### src/design/xge_rx_pkg.sv
package xge_rx_pkg;

    ////////////////////////////////////////////////////////////
    // Lane sizing
    ////////////////////////////////////////////////////////////

    // Upper bound on physical and logical lanes
    localparam int LANES_MAX  = 4;
    localparam int LANE_IDX_W = $clog2(LANES_MAX);

    ////////////////////////////////////////////////////////////
    // 64b/66b sync headers and block types
    ////////////////////////////////////////////////////////////

    localparam logic [1:0] HDR_DATA = 2'b01;
    localparam logic [1:0] HDR_CTRL = 2'b10;

    // Block type sits in the first payload byte
    localparam logic [7:0] TYPE_IDLE   = 8'h1E;
    // Logical lane number in the low bits of the byte after the type
    localparam logic [7:0] TYPE_MARKER = 8'hA5;

    // XGMII control characters
    localparam logic [7:0] CHAR_IDLE  = 8'h07;
    localparam logic [7:0] CHAR_ERROR = 8'hFE;

    ////////////////////////////////////////////////////////////
    // Bundles
    ////////////////////////////////////////////////////////////

    // One received 66-bit block plus its strobe
    typedef struct packed {
        logic        valid;
        logic [1:0]  header;
        logic [63:0] payload;
    } block_t;

    // One decoded XGMII word, rxc bit per byte
    typedef struct packed {
        logic [7:0]  rxc;
        logic [63:0] rxd;
    } xgmii_t;

endpackage

### src/design/lane_reorder.sv
`timescale 1ns/1ps

module lane_reorder #(
    parameter int NUM_LANES = 4
) (
    input  logic               clk_156_i,
    input  logic               rst_n_i,
    input  xge_rx_pkg::block_t phys_blocks_i [NUM_LANES],
    output xge_rx_pkg::block_t lane_blocks_o [NUM_LANES]
);

    import xge_rx_pkg::*;

    // Physical source for each logical lane
    logic [LANE_IDX_W-1:0] src_sel_q [NUM_LANES];

    // Marker decode per physical lane
    logic                  mark_hit  [NUM_LANES];
    logic [LANE_IDX_W-1:0] mark_lane [NUM_LANES];

    // Block picked for each logical lane
    block_t                sel_blk   [NUM_LANES];

    ////////////////////////////////////////////////////////////
    // Alignment marker detection
    ////////////////////////////////////////////////////////////

    always_comb begin
        for (int p = 0; p < NUM_LANES; p++) begin
            mark_hit[p]  = phys_blocks_i[p].valid
                        && (phys_blocks_i[p].header == HDR_CTRL)
                        && (phys_blocks_i[p].payload[7:0] == TYPE_MARKER);
            mark_lane[p] = phys_blocks_i[p].payload[8 +: LANE_IDX_W];
        end
    end

    // Identity after reset, marker rewrites one entry
    always_ff @(posedge clk_156_i) begin
        if (!rst_n_i) begin
            for (int l = 0; l < NUM_LANES; l++) begin
                src_sel_q[l] <= LANE_IDX_W'(l);
            end
        end else begin
            for (int p = 0; p < NUM_LANES; p++) begin
                // Lane numbers beyond the configured count are ignored
                if (mark_hit[p] && (int'(mark_lane[p]) < NUM_LANES)) begin
                    src_sel_q[mark_lane[p]] <= LANE_IDX_W'(p);
                end
            end
        end
    end

    ////////////////////////////////////////////////////////////
    // Lane crossbar and output register
    ////////////////////////////////////////////////////////////

    always_comb begin
        for (int l = 0; l < NUM_LANES; l++) begin
            sel_blk[l] = phys_blocks_i[src_sel_q[l]];
        end
    end

    always_ff @(posedge clk_156_i) begin
        for (int l = 0; l < NUM_LANES; l++) begin
            if (!rst_n_i) begin
                lane_blocks_o[l].valid <= 1'b0;
            end else begin
                lane_blocks_o[l].valid <= sel_blk[l].valid;
            end
            lane_blocks_o[l].header  <= sel_blk[l].header;
            lane_blocks_o[l].payload <= sel_blk[l].payload;
        end
    end

    // A marker must name a known lane, or the map goes to X
    for (genvar p = 0; p < NUM_LANES; p++) begin : g_mark_chk
        a_mark_lane_known : assert property (
            @(posedge clk_156_i) disable iff (!rst_n_i)
            mark_hit[p] |-> !$isunknown(phys_blocks_i[p].payload[8 +: LANE_IDX_W])
        );
    end

endmodule

### src/design/lane_receiver.sv
`timescale 1ns/1ps

module lane_receiver #(
    parameter int LOCK_COUNT = 64,
    parameter int BAD_LIMIT  = 16
) (
    input  logic               clk_156_i,
    input  logic               rst_n_i,
    input  xge_rx_pkg::block_t block_i,
    input  logic               clear_errblk_i,
    output xge_rx_pkg::xgmii_t xgmii_o,
    output logic               blk_lock_o,
    output logic [7:0]         errd_blks_o
);

    import xge_rx_pkg::*;

    localparam int GOOD_W = $clog2(LOCK_COUNT + 1);
    localparam int BAD_W  = $clog2(BAD_LIMIT + 1);

    localparam xgmii_t XGMII_ERROR = '{rxc: 8'hFF, rxd: {8{CHAR_ERROR}}};
    localparam xgmii_t XGMII_IDLE  = '{rxc: 8'hFF, rxd: {8{CHAR_IDLE}}};

    // Lock state
    logic              lock_q;
    logic [GOOD_W-1:0] good_cnt_q;
    logic [BAD_W-1:0]  bad_cnt_q;

    // Valid blocks seen since the last loss of lock
    logic [GOOD_W-1:0] since_loss_q;

    logic [7:0]        errd_q;
    xgmii_t            word_d;
    xgmii_t            word_q;

    // Block classification, shared by lock and decode
    logic       hdr_ok;
    logic       blk_good;
    logic       blk_bad;
    logic       lock_done;
    logic       lock_lost;
    logic [7:0] blk_type;

    assign hdr_ok    = (block_i.header == HDR_DATA) || (block_i.header == HDR_CTRL);
    assign blk_good  = block_i.valid && hdr_ok;
    assign blk_bad   = block_i.valid && !hdr_ok;
    assign blk_type  = block_i.payload[7:0];
    assign lock_done = !lock_q && blk_good && (good_cnt_q == GOOD_W'(LOCK_COUNT - 1));
    assign lock_lost = lock_q && blk_bad && (bad_cnt_q == BAD_W'(BAD_LIMIT - 1));

    ////////////////////////////////////////////////////////////
    // Block lock
    ////////////////////////////////////////////////////////////

    always_ff @(posedge clk_156_i) begin
        if (!rst_n_i) begin
            lock_q <= 1'b0;
        end else if (lock_done) begin
            lock_q <= 1'b1;
        end else if (lock_lost) begin
            lock_q <= 1'b0;
        end
    end

    // Run of good headers while hunting
    always_ff @(posedge clk_156_i) begin
        if (!rst_n_i) begin
            good_cnt_q <= '0;
        end else if (lock_q || blk_bad || lock_done) begin
            good_cnt_q <= '0;
        end else if (blk_good) begin
            good_cnt_q <= good_cnt_q + 1'b1;
        end
    end

    // Run of bad headers while locked
    always_ff @(posedge clk_156_i) begin
        if (!rst_n_i) begin
            bad_cnt_q <= '0;
        end else if (!lock_q || blk_good || lock_lost) begin
            bad_cnt_q <= '0;
        end else if (blk_bad) begin
            bad_cnt_q <= bad_cnt_q + 1'b1;
        end
    end

    always_ff @(posedge clk_156_i) begin
        if (!rst_n_i || lock_lost) begin
            since_loss_q <= '0;
        end else if (block_i.valid && (since_loss_q != GOOD_W'(LOCK_COUNT))) begin
            since_loss_q <= since_loss_q + 1'b1;
        end
    end

    // Errored blocks, clear wins over count
    always_ff @(posedge clk_156_i) begin
        if (!rst_n_i || clear_errblk_i) begin
            errd_q <= '0;
        end else if (lock_q && blk_bad && (errd_q != 8'hFF)) begin
            errd_q <= errd_q + 1'b1;
        end
    end

    ////////////////////////////////////////////////////////////
    // Decoder
    ////////////////////////////////////////////////////////////

    always_comb begin
        word_d = XGMII_ERROR;
        if (lock_q && (block_i.header == HDR_DATA)) begin
            word_d.rxc = '0;
            word_d.rxd = block_i.payload;
        end else if (lock_q && (block_i.header == HDR_CTRL)) begin
            if ((blk_type == TYPE_IDLE) || (blk_type == TYPE_MARKER)) begin
                word_d = XGMII_IDLE;
            end
        end
    end

    // Hold last word on empty cycles
    always_ff @(posedge clk_156_i) begin
        if (!rst_n_i) begin
            word_q <= XGMII_ERROR;
        end else if (block_i.valid) begin
            word_q <= word_d;
        end
    end

    assign xgmii_o     = word_q;
    assign blk_lock_o  = lock_q;
    assign errd_blks_o = errd_q;

    a_errd_monotonic : assert property (
        @(posedge clk_156_i) disable iff (!rst_n_i)
        !clear_errblk_i |=> (errd_blks_o >= $past(errd_blks_o))
    );

    a_lock_needs_run : assert property (
        @(posedge clk_156_i) disable iff (!rst_n_i)
        $rose(blk_lock_o) |-> (since_loss_q >= GOOD_W'(LOCK_COUNT))
    );

endmodule

### src/design/xge_rx_top.sv
`timescale 1ns/1ps

module xge_rx_top #(
    parameter int NUM_LANES  = 4,
    parameter int LOCK_COUNT = 64,
    parameter int BAD_LIMIT  = 16
) (
    input  logic                 clk_156_i,
    input  logic                 rst_n_i,
    input  xge_rx_pkg::block_t   rx_blocks_i [NUM_LANES],
    input  logic                 clear_errblk_i,
    output xge_rx_pkg::xgmii_t   xgmii_o [NUM_LANES],
    output logic [NUM_LANES-1:0] blk_lock_o,
    output logic [7:0]           errd_blks_o [NUM_LANES]
);

    import xge_rx_pkg::*;

    // Blocks in logical lane order
    block_t lane_blocks [NUM_LANES];

    lane_reorder #(
        .NUM_LANES (NUM_LANES)
    ) u_lane_reorder (
        .clk_156_i     (clk_156_i),
        .rst_n_i       (rst_n_i),
        .phys_blocks_i (rx_blocks_i),
        .lane_blocks_o (lane_blocks)
    );

    ////////////////////////////////////////////////////////////
    // One receiver per logical lane
    ////////////////////////////////////////////////////////////

    for (genvar g = 0; g < NUM_LANES; g++) begin : g_lane
        lane_receiver #(
            .LOCK_COUNT (LOCK_COUNT),
            .BAD_LIMIT  (BAD_LIMIT)
        ) u_lane_receiver (
            .clk_156_i      (clk_156_i),
            .rst_n_i        (rst_n_i),
            .block_i        (lane_blocks[g]),
            .clear_errblk_i (clear_errblk_i),
            .xgmii_o        (xgmii_o[g]),
            .blk_lock_o     (blk_lock_o[g]),
            .errd_blks_o    (errd_blks_o[g])
        );
    end

endmodule

### config.mk
export PLATFORM = sky130hd
export DESIGN_NAME = xge_rx_top
export DESIGN_NICKNAME = d
export VERILOG_FILES = /design/src/design/xge_rx_pkg.sv /design/src/design/lane_reorder.sv /design/src/design/lane_receiver.sv /design/src/design/xge_rx_top.sv
export SDC_FILE = /design/constraint.sdc
export NUM_CORES = 1
export LEC_CHECK = 0
export BUFFER_PORTS_ARGS = -buffer_cell sky130_fd_sc_hd__buf_4
export CAP_MARGIN = 20
export CORE_MARGIN = 5
export CORE_UTILIZATION = 33
export CTS_BUF_LIST = sky130_fd_sc_hd__clkbuf_8
export DETAILED_ROUTE_END_ITERATION = 8
export GPL_TIMING_DRIVEN = 1
export REMOVE_ABC_BUFFERS = 1
export SYNTH_ARGS = -nofsm -noshare
export SYNTH_HDL_FRONTEND = slang
export SYNTH_HIERARCHICAL = 1
export SYNTH_SLANG_ARGS = --single-unit
export TNS_END_PERCENT = 5
### constraint.sdc
create_clock -name clk_156_i -period 1.8 [get_ports clk_156_i]
set_clock_uncertainty 0.15 [all_clocks]
set_input_delay 0.36 -clock clk_156_i [delete_from_list [all_inputs] [get_ports clk_156_i]]
set_output_delay 0.36 -clock clk_156_i [all_outputs]
set_load 0.02 [all_outputs]
### Yosys cells after proc, flatten, opt, wreduce, memory -nomap -nowiden

Memories as Yosys holds them, arrays and structs flattened.
Index checks and enable logic that the tools add are counted.
Widths: inputs -> output; s select.

* flip-flop bits (word level): 640
* latch bits: 0
* memory bits (writable): 8
* memory bits (read-only): 0
* input port bits: 271
* output and inout port bits: 324
* logic and storage cells: 245
* memories: 1

* $add $sub $neg: 12
* multiply operators: 0
* divide/modulo/power cells: 0
* $lt $le $gt $ge: 4
* eq/ne operators: 36
* shift-type cells: 0
* muxes and demuxes: 57
* bitwise operators: 5
* reduce and logical (&&, ||, !) cells: 94

Memories
* u_lane_reorder.src_sel_q: depth 4, bits a word 2, rd ports 4, clocked after Yosys merged registers in 0, write ports 4, RTL line lane_reorder.sv:15 `logic [LANE_IDX_W-1:0] src_sel_q [NUM_LANES];`

Operators with widths (count)
* $mux 72: 8
* $bmux 67 s2: 4
* $mux 67: 8
* $mux 64: 4
* $eq 8x8->1 const B: 8
* $logic_and 1x1->1: 44
* $add 8x1->8 const B: 4
* $eq 8x5->1 const B: 4
* $ne 8x8->1 const B: 4
* $add 7x1->7 const B: 4
* $eq 7x6->1 const B: 4
* $logic_or 1x1->1: 25
* $mux 1: 25
* $reduce_or 2->1: 12
* $add 5x1->5 const B: 4
* $eq 5x4->1 const B: 4
* $eq 2x2->1 const B: 8
* $mux 2: 8
* $ge 3x3->1 const B: 4
* $not 2->3: 4
* $logic_not 1->1: 9
* $eq 2x1->1 const B: 4
* $reduce_bool 2->1: 4
* $not 1->1: 1

### Longest topological paths before layout

Gate-level depths: netlist of run 1.

* word-level depth: 8
* depth in mapped cells: 8
* gate-level depth less buffers: 6

### By module

The synthesis of run 1 kept the hierarchy.

Modules (own cells, without submodules)
* lane_receiver: instances 4, cells an instance 353, area each 3365.7 µm², seq. area each 1721.7 µm²
* lane_reorder: instances 1, cells an instance 667, area each 12438.2 µm², seq. area each 5525.3 µm²

### Worst setup path after synthesis of run 1

OpenSTA, ideal clock, no wires.

* path kind: register -> register
* from: register u_lane_reorder/lane_blocks_o[265] in the netlist's numbering
* to: register g_lane[0].u_lane_receiver.good_cnt_q[0]
* library setup time: 129 ps
* arrival time: 1526 ps
* required time: 1521 ps
* setup slack: -6 ps
* cell stages (with the launch flop): 8
* path buffers: 1
* period minus slack after synthesis: 1806 ps
* cells stage by stage: dfxtp_1 -> inv_1 -> ha_1 -> nor2b_1 -> buf_4 -> nand4_1 -> o31ai_2 -> nor2_1

* longest elaborated chain between the ends: 7
* elaborated cells on any way between the ends: 11
* those cells by class: 2 x eq/ne; 9 x reduce/logical

RTL lines
* from (decl): RTL line lane_reorder.sv:9 `output xge_rx_pkg::block_t lane_blocks_o [NUM_LANES]`
* $eq 2x1->1 or $eq 2x2->1 (tied branches): RTL line lane_receiver.sv:44 `assign hdr_ok = (block_i.header == HDR_DATA) || (block_i.header == HDR_CTRL);`
* $logic_or 1x1->1 (*): RTL line lane_receiver.sv:44
* $logic_not 1->1 or $logic_and 1x1->1 (tied branches): RTL line lane_receiver.sv:46, lane_receiver.sv:45
* $logic_and 1x1->1, on equally long branches: RTL line lane_receiver.sv:46, lane_receiver.sv:48
* $logic_or 1x1->1 or $logic_and 1x1->1 (tied branches): RTL line lane_receiver.sv:69, lane_receiver.sv:48
* $logic_or 1x1->1: RTL line lane_receiver.sv:69 `end else if (lock_q || blk_bad || lock_done) begin`
* $reduce_or 2->1 (no source line)
* to (signal assigned): RTL line lane_receiver.sv:72 `good_cnt_q <= good_cnt_q + 1'b1;`
* to (decl): RTL line lane_receiver.sv:26 `logic [GOOD_W-1:0] good_cnt_q;`

Every way passes the cells marked *; elsewhere a longest branch is shown, timed or not.
A chain may end at the register's enable or synchronous reset.

### Final worst setup path of run 1

* from: register u_lane_reorder/lane_blocks_o[199] in the netlist's numbering
* to: register g_lane[1].u_lane_receiver.word_q (netlist bit g_lane[1].u_lane_receiver/xgmii_o[11])

* longest elaborated chain between the ends: 4
* elaborated cells on any way between the ends: 6
* those cells by class: 2 x eq/ne; 2 x mux; 2 x reduce/logical

RTL lines
* $eq 2x2->1: RTL line lane_receiver.sv:113 `end else if (lock_q && (block_i.header == HDR_CTRL)) begin`
* $logic_and 1x1->1: RTL line lane_receiver.sv:113
* $mux 72: RTL line lane_receiver.sv:113
* $mux 72 (*): RTL line lane_receiver.sv:110 `if (lock_q && (block_i.header == HDR_DATA)) begin`
* to (signal assigned): RTL line lane_receiver.sv:125 `word_q <= word_d;`
* to (decl): RTL line lane_receiver.sv:34 `xgmii_t word_q;`

Marked as above.

==> flow_summary.yaml, run 1 <==
status:
  status: "finished with violations"
  violations: "setup timing"
yosys:
  synth_top_area_share_pct: 47.9
  ys_seq_elements: 620
  netlist_instances: 2079
  yosysWarnings: 6
  syn_area_per_cell_sq_um: 12.5
  synth_top_area_cell: "dfxtp_1"
  async_reset_ff_share_pct: 0
  synth_ff_type: "dfxtp_1"
  synth_area_sq_um: 25900
  synth_edf_count: 0
  synth.area.top_cells: "dfxtp_1 (48%), mux4_2 (23%), o22ai_1 (3.9%)"
  synth.distinct_cells: 63
  yosysSeqAreaShare_pct: 47.9
floorplan:
  die_w_um: 290
  design.die.area_sq_um: 84200
  rows: 102
  fp.dieH_um: 290
  core_area_sq_um: 77600
  start_util_pct: 33.4
  io_pins: 595
cts:
  numCtsBuffers: 107
  clockBufferDepth: 3
  cts_max_level: 3
  cts.root.buffer_cell: "clkbuf_8"
  cts_tree: "yes"
  clock_latency_ns: 0.74
  clk_pin_slew_worst_paths_ns: 0.06
  cts_sinks: 620
detailed_routing:
  drt-pass1-iter-count: 5
  drc: 0
  ant_nets: 0
  num_vias: 21600
  wl_per_cell_um: 24.4
  totalWireLength_um: 101000
  via_per_inst: 5.22
  drt-initial-drc-count: 1368
critical_path:
  reg2reg_depth: 9
  start_kind: "flip-flop"
  critPathRequiredTime_ns: 2.23
  worst_path_most_repeated_cell: "buf_12"
  crit_path_max_incr_delay_ns: 0.33
  arrival_ns: 2.36
  worstPathMaxFanout: 5
  end_kind: "flip-flop"
  reg2reg_from: "u_lane_reorder/lane_blocks_o[199]"
  rrSetupSlack_ns: -0.13
  crit_type: "flip-flop to flip-flop"
  cp_cell_sequence: "inv_2 > ha_2 > nand4b_1 > buf_4 > nor4_4 > buf_6 > buf_12 > buf_12 > nor2_1"
  worst_path_max_delay_cell: "dfxtp_2"
  cp_top_family: "buffers and inverters"
  regToRegEndpoint: "g_lane[1].u_lane_receiver/xgmii_o[11]"
  crit_buf_inv: 5
sta:
  min_period_ns: 1.93
  setup_viol: 132
  relSlewSlack_pct: 68.8
  slew_violations: 0
  finalCritPeriodShare_pct: 107
  rsz0062_at_grt: "true"
  worst_slack_ns: -0.129
  fmax_mhz: 519
  worst_slew_pin_slew_ns: 0.464
  finalHoldViolations: 0
  fin_hold_ws_ns: 0.189
global_routing:
  grt_use_total_pct: 23.0
  grt_first_pass_wirelength_um: 149000
  grt_max_degree: 41
  grt_pass1_vias: 23300
  overflow: 0
  antenna_found_initial: 9
  met3_usage_pct: 6.87
  use_met1_pct: 27.9
  gr-usage-met2_pct: 38.8
  grt.busiest_layer: "met2"
worst_hold_path:
  hold_end: "u_lane_reorder/src_sel_q[1][1]"
  min_from: "rx_blocks_i[71]"
  hold_path_depth: 5
  hold_class: "primary input to flip-flop"
power:
  power.density_nw_per_um2: 798
  peakVddDrop_mv: 0.519
  sequentialPowerShare_pct: 46.5
  p_leak_nw: 15.1
  swShare_pct: 25.4
  p_clk_share_pct: 43.5
  p_int_w: 0.0231
  pwr-share-comb_pct: 10.0
  power_switching_w: 0.00785
placed_design:
  placed_cells: 3646
  hpwlAfterDp_um: 68800
  gp_congestion: 0.863
  portBuffers: 594
layout:
  fin_cells: 4146
  mostFrequentLayoutCells: "buf_4 (524), dfxtp_1 (429), dlygate4sd3_1 (270)"
  finalNetCount: 3306
  final_core_util_pct: 50.0
  nFillCells: 6784
  area_delta_synth_final_pct: 49.7
  drive_above_1_share_pct: 47.9
  mostFrequentLayoutCell: "buf_4"
run:
  cap_viol_max_count: 0
## worst max-delay path by stage
stage | start | to | depth (start not counted)
6_report | u_lane_reorder/lane_blocks_o[199] | g_lane[1].u_lane_receiver/xgmii_o[11] | 9
5_1_grt | u_lane_reorder/lane_blocks_o[199] | g_lane[1].u_lane_receiver/xgmii_o[11] | 9
4_1_cts | g_lane[0].u_lane_receiver/blk_lock_o | blk_lock_o[0] | 2
3_5_place_dp | rx_blocks_i[73] | u_lane_reorder/src_sel_q[2][0] | 6
3_3_place_gp | rx_blocks_i[73] | u_lane_reorder/src_sel_q[2][0] | 6
2_1_floorplan | u_lane_reorder/src_sel_q[0][0] | u_lane_reorder/lane_blocks_o[205] | 1
## synthesized netlist by cell type, drive strengths merged, types with 13 or more instances
library cell and n:
dfxtp 620, mux4 268, nor2 218, o22ai 160, buf 149, nand2 134, mux2i 76, o21ai 50
clkbuf 39, a31oi 34, xor2 32, and2 25, inv 25, ha 24, nand3 22, nand4 18
and3 13
## what timing repair did
| item | in CTS | in global routing |
|---|---|---|
| hold buffers | 270 | 0 |
| setup endpoints to repair | 436 | 325 |
| resized for setup | 375 | 88 |
| endpoints found under the hold margin | 314 | 0 |
| gates cloned | 5 | 5 |
| pin swaps | 59 | 24 |
| setup buffers | 12 | 6 |
## worst register-to-register path, stage by stage, from the launching register on
cell	delay [ns]
dfxtp_2	0.33
inv_2	0.04
ha_2	0.16
nand4b_1	0.27
buf_4	0.21
nor4_4	0.15
buf_6	0.16
buf_12	0.14
buf_12	0.14
nor2_1	0.06
## logic make-up (layout without fill, tap and decap cells)
group,after synthesis,count (layout),share of synthesized area (%)
adder cells (fa/ha/maj),24,24,1.16
multiplexers,344,344,26.3
other,0,11,0
flip-flops,620,620,47.9
buffers and inverters,213,1229,4.31
AO/OA/AOI/OAI,309,309,8.61
AND/OR/NAND/NOR,525,525,10.2
XOR/XNOR,44,44,1.49
## layer usage
layer	part of all wire, %	routed length (um)
met4	4.1	4150
met3	7.7	7820
met2	48	48700
met1	40	40400
met5	0.027	27
## registers in the layout (all words and copies together), names as in the netlist
| signal | flops |
|---|---|
| g_lane.u_lane_receiver/bad_cnt_q | 20 |
| g_lane.u_lane_receiver/blk_lock_o | 4 |
| g_lane.u_lane_receiver/errd_blks_o | 32 |
| g_lane.u_lane_receiver/good_cnt_q | 28 |
| g_lane.u_lane_receiver/xgmii_o | 260 |
| u_lane_reorder/lane_blocks_o | 268 |
| u_lane_reorder/src_sel_q | 8 |
## power by group through the flow
stage               Clock [W]  Sequential [W]  Combinational, W
floorplan                   0          0.0148          0.000893
global placement            0          0.0147           0.00245
detailed placement          0          0.0147           0.00252
CTS                    0.0138          0.0144           0.00306
global route           0.0144          0.0144           0.00329
finish                 0.0135          0.0144           0.00310
## final cells by class
| cell class | instances | area [sq um] | area share (%) |
|---|---|---|---|
| multi-input cells | 1246 | 12800 | 32.9 |
| flip-flops and latches | 620 | 12700 | 32.9 |
| repair buffers | 1011 | 9600 | 24.7 |
| clock buffers | 133 | 1830 | 4.72 |
| well taps | 1040 | 1300 | 3.36 |
| clock inverters | 60 | 427 | 1.10 |
| inverters | 25 | 93.8 | 0.242 |
| diodes | 11 | 27.5 | 0.0710 |
## metrics by stage
stage                     area (sq um)  worst slack, ns  power, W  setup TNS [ns]
after CTS                        38300           -0.116    0.0312           -8.41
after global placement           32200           -0.264    0.0171           -9.45
after detailed placement         32200           -0.257    0.0172          -21.41
after global routing             38800           -0.169    0.0321          -20.36
after floorplan                  24900            -2.00    0.0157         -877.40
final                            38800           -0.129    0.0309           -7.59
No activity file was read; power rests on OpenSTA's default activity.
==> inputs of run 2 (changes only) <==
GPL_TIMING_DRIVEN = 0   (was 1)
REMOVE_ABC_BUFFERS = not set   (was 1)
==> flow_summary.yaml, run 2 (synthesis gave the netlist of run 1 again) <==
global_routing:
  antenna_found_initial: 8
  grt_max_degree: 35
  grt_use_total_pct: 26.3
  grt_first_pass_wirelength_um: 165000
  overflow: 0
  grt_pass1_vias: 24000
critical_path:
  path_depth: 2
  reg2reg_depth: 7
  crit_path_max_incr_delay_ns: 0.42
  critPathRequiredTime_ns: 1.29
  worstPathMaxFanout: 9
  crit_type: "flip-flop to output port"
  start_kind: "flip-flop"
  arrival_ns: 1.43
  crit_buf_inv: 2
  worst_path_most_repeated_cell: "buf_4"
  cp_cell_sequence: "buf_4 > buf_4"
  end_kind: "output port"
  worst_path_max_delay_cell: "dfxtp_4"
  cp_top_family: "flip-flops"
placed_design:
  portBuffers: 594
  gp_congestion: 0.897
  hpwlAfterDp_um: 83300
  placed_cells: 3719
sta:
  fmax_mhz: 515
  worst_slack_ns: -0.140
  slew_violations: 0
  finalCritPeriodShare_pct: 108
  rsz0062_at_grt: "true"
  min_period_ns: 1.94
  relSlewSlack_pct: 41.5
  fin_hold_ws_ns: 0.124
  setup_viol: 141
  finalHoldViolations: 0
  setup-tns-final_ns: -7.60
  worst_slew_pin_slew_ns: 0.878
layout:
  drive_above_1_share_pct: 46.8
  mostFrequentLayoutCell: "buf_4"
  largest_reg_flops: 268
  area_delta_synth_final_pct: 50.3
  fin_cells: 4217
  nFillCells: 6888
  largest-register: "u_lane_reorder/lane_blocks_o"
  finalNetCount: 3373
  mostFrequentLayoutCells: "buf_4 (558), dfxtp_1 (481), dlygate4sd3_1 (268)"
cts:
  clock_latency_ns: 0.74
  numCtsBuffers: 107
  cts.root.buffer_cell: "clkbuf_8"
  cts_max_level: 3
  cts_tree: "yes"
  cts_sinks: 620
  clockBufferDepth: 3
  clk_pin_slew_worst_paths_ns: 0.06
status:
  violations: "setup timing"
  status: "finished with violations"
detailed_routing:
  drc: 0
  num_vias: 22800
  ant_nets: 0
  drt-initial-drc-count: 1659
  wl_per_cell_um: 27.6
  via_per_inst: 5.40
  totalWireLength_um: 116000
  drt-pass1-iter-count: 6
floorplan:
  design.die.area_sq_um: 84200
  core_area_sq_um: 77600
  io_pins: 595
  start_util_pct: 33.4
  fp.dieH_um: 290
  rows: 102
  die_w_um: 290
power:
  peakVddDrop_mv: 0.528
  p_leak_nw: 15.3
  power.density_nw_per_um2: 817
worst_hold_path:
  hold_class: "primary input to flip-flop"
  hold_path_depth: 4
yosys:
  synth_nets: 2374
run:
  cap_viol_max_count: 0
[run 2: cell types whose count changed in the layout (fill, tap and decap cells not counted), sizes merged, moves of 2 or more]
| cell | delta |
|---|---|
| clkinv | -9 |
| buf | +30 |
| bufinv | +3 |
| dlygate4sd3 | -2 |
| clkbuf | +46 |
| inv | +2 |
[run 2: through the flow]
| stage | setup slack [ns] | total power [W] | util (%) | instance area, sq um |
|---|---|---|---|---|
| final | -0.140 | 0.0318 | 50.2 | 38900 |
| after CTS | -0.224 | 0.0320 | 49.2 | 38200 |
| after global routing | -0.219 | 0.0330 | 50.1 | 38900 |
| after global placement | -1.26 | 0.0172 | 40.8 | 31700 |
| after detailed placement | -1.08 | 0.0173 | 40.9 | 31700 |
| after floorplan | -0.00556 | 0.0158 | - | 25900 |
[run 2: timing repair]
action,CTS,global route
endpoints found under the hold margin,276,0
setup buffers,8,14
setup endpoints to repair,685,384
resized for setup,462,165
hold buffers,268,0
pin swaps,33,37
gates cloned,1,2
[run 2: final timing paths]
| check | endpoint | start | slack, ns |
|---|---|---|---|
| hold reg to reg | g_lane[0].u_lane_receiver/xgmii_o[50] | u_lane_reorder/lane_blocks_o[251] | 0.28 |
| setup / recovery | xgmii_o[281] | g_lane[0].u_lane_receiver/xgmii_o[70] | -0.14 |
| hold / removal | g_lane[3].u_lane_receiver/errd_blks_o[1] | clear_errblk_i | 0.12 |
| setup reg to reg | g_lane[1].u_lane_receiver/xgmii_o[48] | u_lane_reorder/lane_blocks_o[199] | -0.12 |
[run 2: layer usage]
metal	up-vias	track usage (%)	wire length, um
li1	9881	-	-
met1	11500	30.6	43800
met2	1096	45.2	57100
met3	266	7.21	9650
met4	2	12.2	5890
met5	-	0	7
[run 2: tightest hold or removal path: cells and delay by family]
kind,cells,cell delay [ns]
AND/OR/NAND/NOR,2,0.27
buffers and inverters,2,0.33
[run 2: area by class of cell]
cell class	instances	area [sq um]	share of cell area, %
Buffer	185	1760	4.53
Tap cell	1040	1300	3.34
Multi-Input combinational cell	1246	12800	32.8
Clock buffer	141	1940	4.99
Clock inverter	57	457	1.17
Timing Repair Buffer	893	7910	20.3
Antenna cell	10	25.0	0.0643
Sequential cell	620	12700	32.5
Inverter	25	93.8	0.241
[run 2: power by group]
group	total, W	internal [W]	switching (W)	leakage (nW)
clock network	0.0141	0.00793	0.00620	1.34
logic	0.00330	0.00178	0.00152	8.85
registers	0.0144	0.0141	0.000246	5.11
==> inputs of run 3 (changes only) <==
CORE_AREA = 5 5 228 230   (was not set)
CORE_MARGIN = not set   (was 5)
CORE_UTILIZATION = not set   (was 33)
DIE_AREA = 0 0 233 235   (was not set)
PLACE_DENSITY = 0.78   (was not set)
clock period = 2.1 ns   (was 1.8 ns; I/O delays follow)
==> flow_summary.yaml, run 3 (synthesis gave the netlist of run 1 again) <==
cts:
  cts_max_level: 3
  numCtsBuffers: 98
  cts.root.buffer_cell: "clkbuf_8"
  clk_pin_slew_worst_paths_ns: 0.08
  cts_tree: "yes"
  clock_latency_ns: 0.68
  clockBufferDepth: 3
  cts_sinks: 620
critical_path:
  cp_top_family: "buffers and inverters"
  arrival_ns: 2.66
  crit_path_max_incr_delay_ns: 0.62
  crit_buf_inv: 2
  cp_cell_sequence: "buf_2 > nand2b_1 > clkbuf_1 > o22ai_1 > nor2_1"
  end_kind: "flip-flop"
  critPathRequiredTime_ns: 2.56
  worst_path_max_delay_cell: "clkbuf_1"
  worstPathMaxFanout: 10
  start_kind: "flip-flop"
  crit_type: "flip-flop to flip-flop"
worst_hold_path:
  hold_class: "primary input to flip-flop"
sta:
  finalCritPeriodShare_pct: 104
  fmax_mhz: 456
  rsz0062_at_grt: "true"
  slew_violations: 0
  fin_hold_ws_ns: 0.0684
  setup_viol: 14
  relSlewSlack_pct: 34.3
  min_period_ns: 2.19
  worst_slack_ns: -0.0918
  worst_slew_pin_slew_ns: 0.986
  finalHoldViolations: 0
yosys:
  synth_nets: 2374
status:
  status: "finished with violations"
  violations: "setup timing"
layout:
  drive_above_1_share_pct: 39.5
  largest_reg_flops: 268
  mostFrequentLayoutCell: "buf_4"
  finalNetCount: 3340
  largest-register: "u_lane_reorder/lane_blocks_o"
  area_delta_synth_final_pct: 39.7
  nFillCells: 3205
  mostFrequentLayoutCells: "buf_4 (666), dfxtp_1 (616), dlygate4sd3_1 (265)"
placed_design:
  portBuffers: 594
  hpwlAfterDp_um: 73800
  pre_cts_ws_ns: -0.687
  gp_congestion: 0.977
global_routing:
  grt_pass1_vias: 24500
  grt_use_total_pct: 38.2
  grt_max_degree: 35
  antenna_found_initial: 10
  overflow: 0
  grt_first_pass_wirelength_um: 156000
detailed_routing:
  ant_nets: 0
  drc: 0
  drt-initial-drc-count: 2395
  drt-pass1-iter-count: 6
  num_vias: 23500
  totalWireLength_um: 108000
  via_per_inst: 6.17
  wl_per_cell_um: 28.6
floorplan:
  core_area_sq_um: 49700
  die_w_um: 233
  start_util_pct: 52.2
  fp.dieH_um: 235
  rows: 82
  io_pins: 595
  design.die.area_sq_um: 54800
power:
  pwr-share-comb_pct: 10.5
  p_leak_nw: 14.5
  p_int_w: 0.0194
  power_switching_w: 0.00647
  p_total_w: 0.0259
  power.density_nw_per_um2: 715
  p_clk_share_pct: 41.8
  sequentialPowerShare_pct: 47.7
  peakVddDrop_mv: 0.544
  swShare_pct: 25.0
run:
  cap_viol_max_count: 0
[run 3: cell types whose count changed in the layout (fill, tap and decap cells not counted), moves of 7 or more]
cell      before  now
buf_6        149    5
dfxtp_1      481  616
buf_4        558  666
dfxtp_2      107    4
buf_2         18   65
dfxtp_4       32    0
buf_12        21    1
clkbuf_8     145  125
clkbuf_1       5   23
buf_8         16    0
ha_1          16   23
nand3_1       14   21
nor2_1       211  218
[run 3: area by class of cell]
class	count	area, sq um	area share [%]
Antenna cell	10	25.0	0.0691
Buffer	188	1120	3.10
Clock buffer	125	1720	4.75
Clock inverter	48	324	0.895
Inverter	25	93.8	0.259
Multi-Input combinational cell	1246	12500	34.5
Sequential cell	620	12400	34.3
Tap cell	672	841	2.32
Timing Repair Buffer	866	7180	19.8
[run 3: final timing paths]
check             cells past startpoint  slack [ns]                         startpoint                                    end
setup reg to reg                      5       -0.09  u_lane_reorder/lane_blocks_o[133]  g_lane[2].u_lane_receiver/xgmii_o[36]
hold / removal                        3        0.07                   rx_blocks_i[200]      u_lane_reorder/lane_blocks_o[133]
setup / recovery                      5       -0.09  u_lane_reorder/lane_blocks_o[133]  g_lane[2].u_lane_receiver/xgmii_o[36]
hold reg to reg                       2        0.29  u_lane_reorder/lane_blocks_o[250]  g_lane[0].u_lane_receiver/xgmii_o[49]
[run 3: power groups by stage]
stage	combinational, W	sequential [W]	clock, W
2_1_floorplan	0.000933	0.0126	0
3_3_place_gp	0.00211	0.0126	0
3_5_place_dp	0.00217	0.0126	0
4_1_cts	0.00262	0.0123	0.0108
5_1_grt	0.00281	0.0124	0.0114
6_report	0.00270	0.0123	0.0108
[run 3: per-stage QoR]
stage	instances	TNS (ns)	area [sq um]	utilization, %
floorplan	2079	0	25900	-
global placement	3345	-112.13	31200	62.8
detailed placement	3347	-86.37	31200	62.9
CTS	3787	-0.0138	36000	72.6
global route	3797	-1.20	36200	72.9
finish	3800	-0.246	36200	72.9
[run 3: worst reg2reg max path, delay by kind of cell (launching register included)]
| family | cells | cell delay [ns] |
|---|---|---|
| AO/OA/AOI/OAI | 1 | 0.22 |
| buffers and inverters | 2 | 0.87 |
| flip-flops | 1 | 0.40 |
| AND/OR/NAND/NOR | 2 | 0.49 |
[run 3: timing repair]
action	in CTS	in global routing
resized for setup	36	49
pin swaps	4	7
setup buffers	2	3
setup endpoints to repair	279	200
hold buffers	265	0
endpoints found under the hold margin	268	0
[run 3: routing by layer]
layer / vias up / global-route usage (%) / routed length (um)
li1: 9781 / - / -
met1: 11400 / 45.0 / 37700
met2: 1779 / 60.6 / 50500
met3: 521 / 11.8 / 12200
met4: 2 / 24.9 / 8160
met5: - / 0 / 7
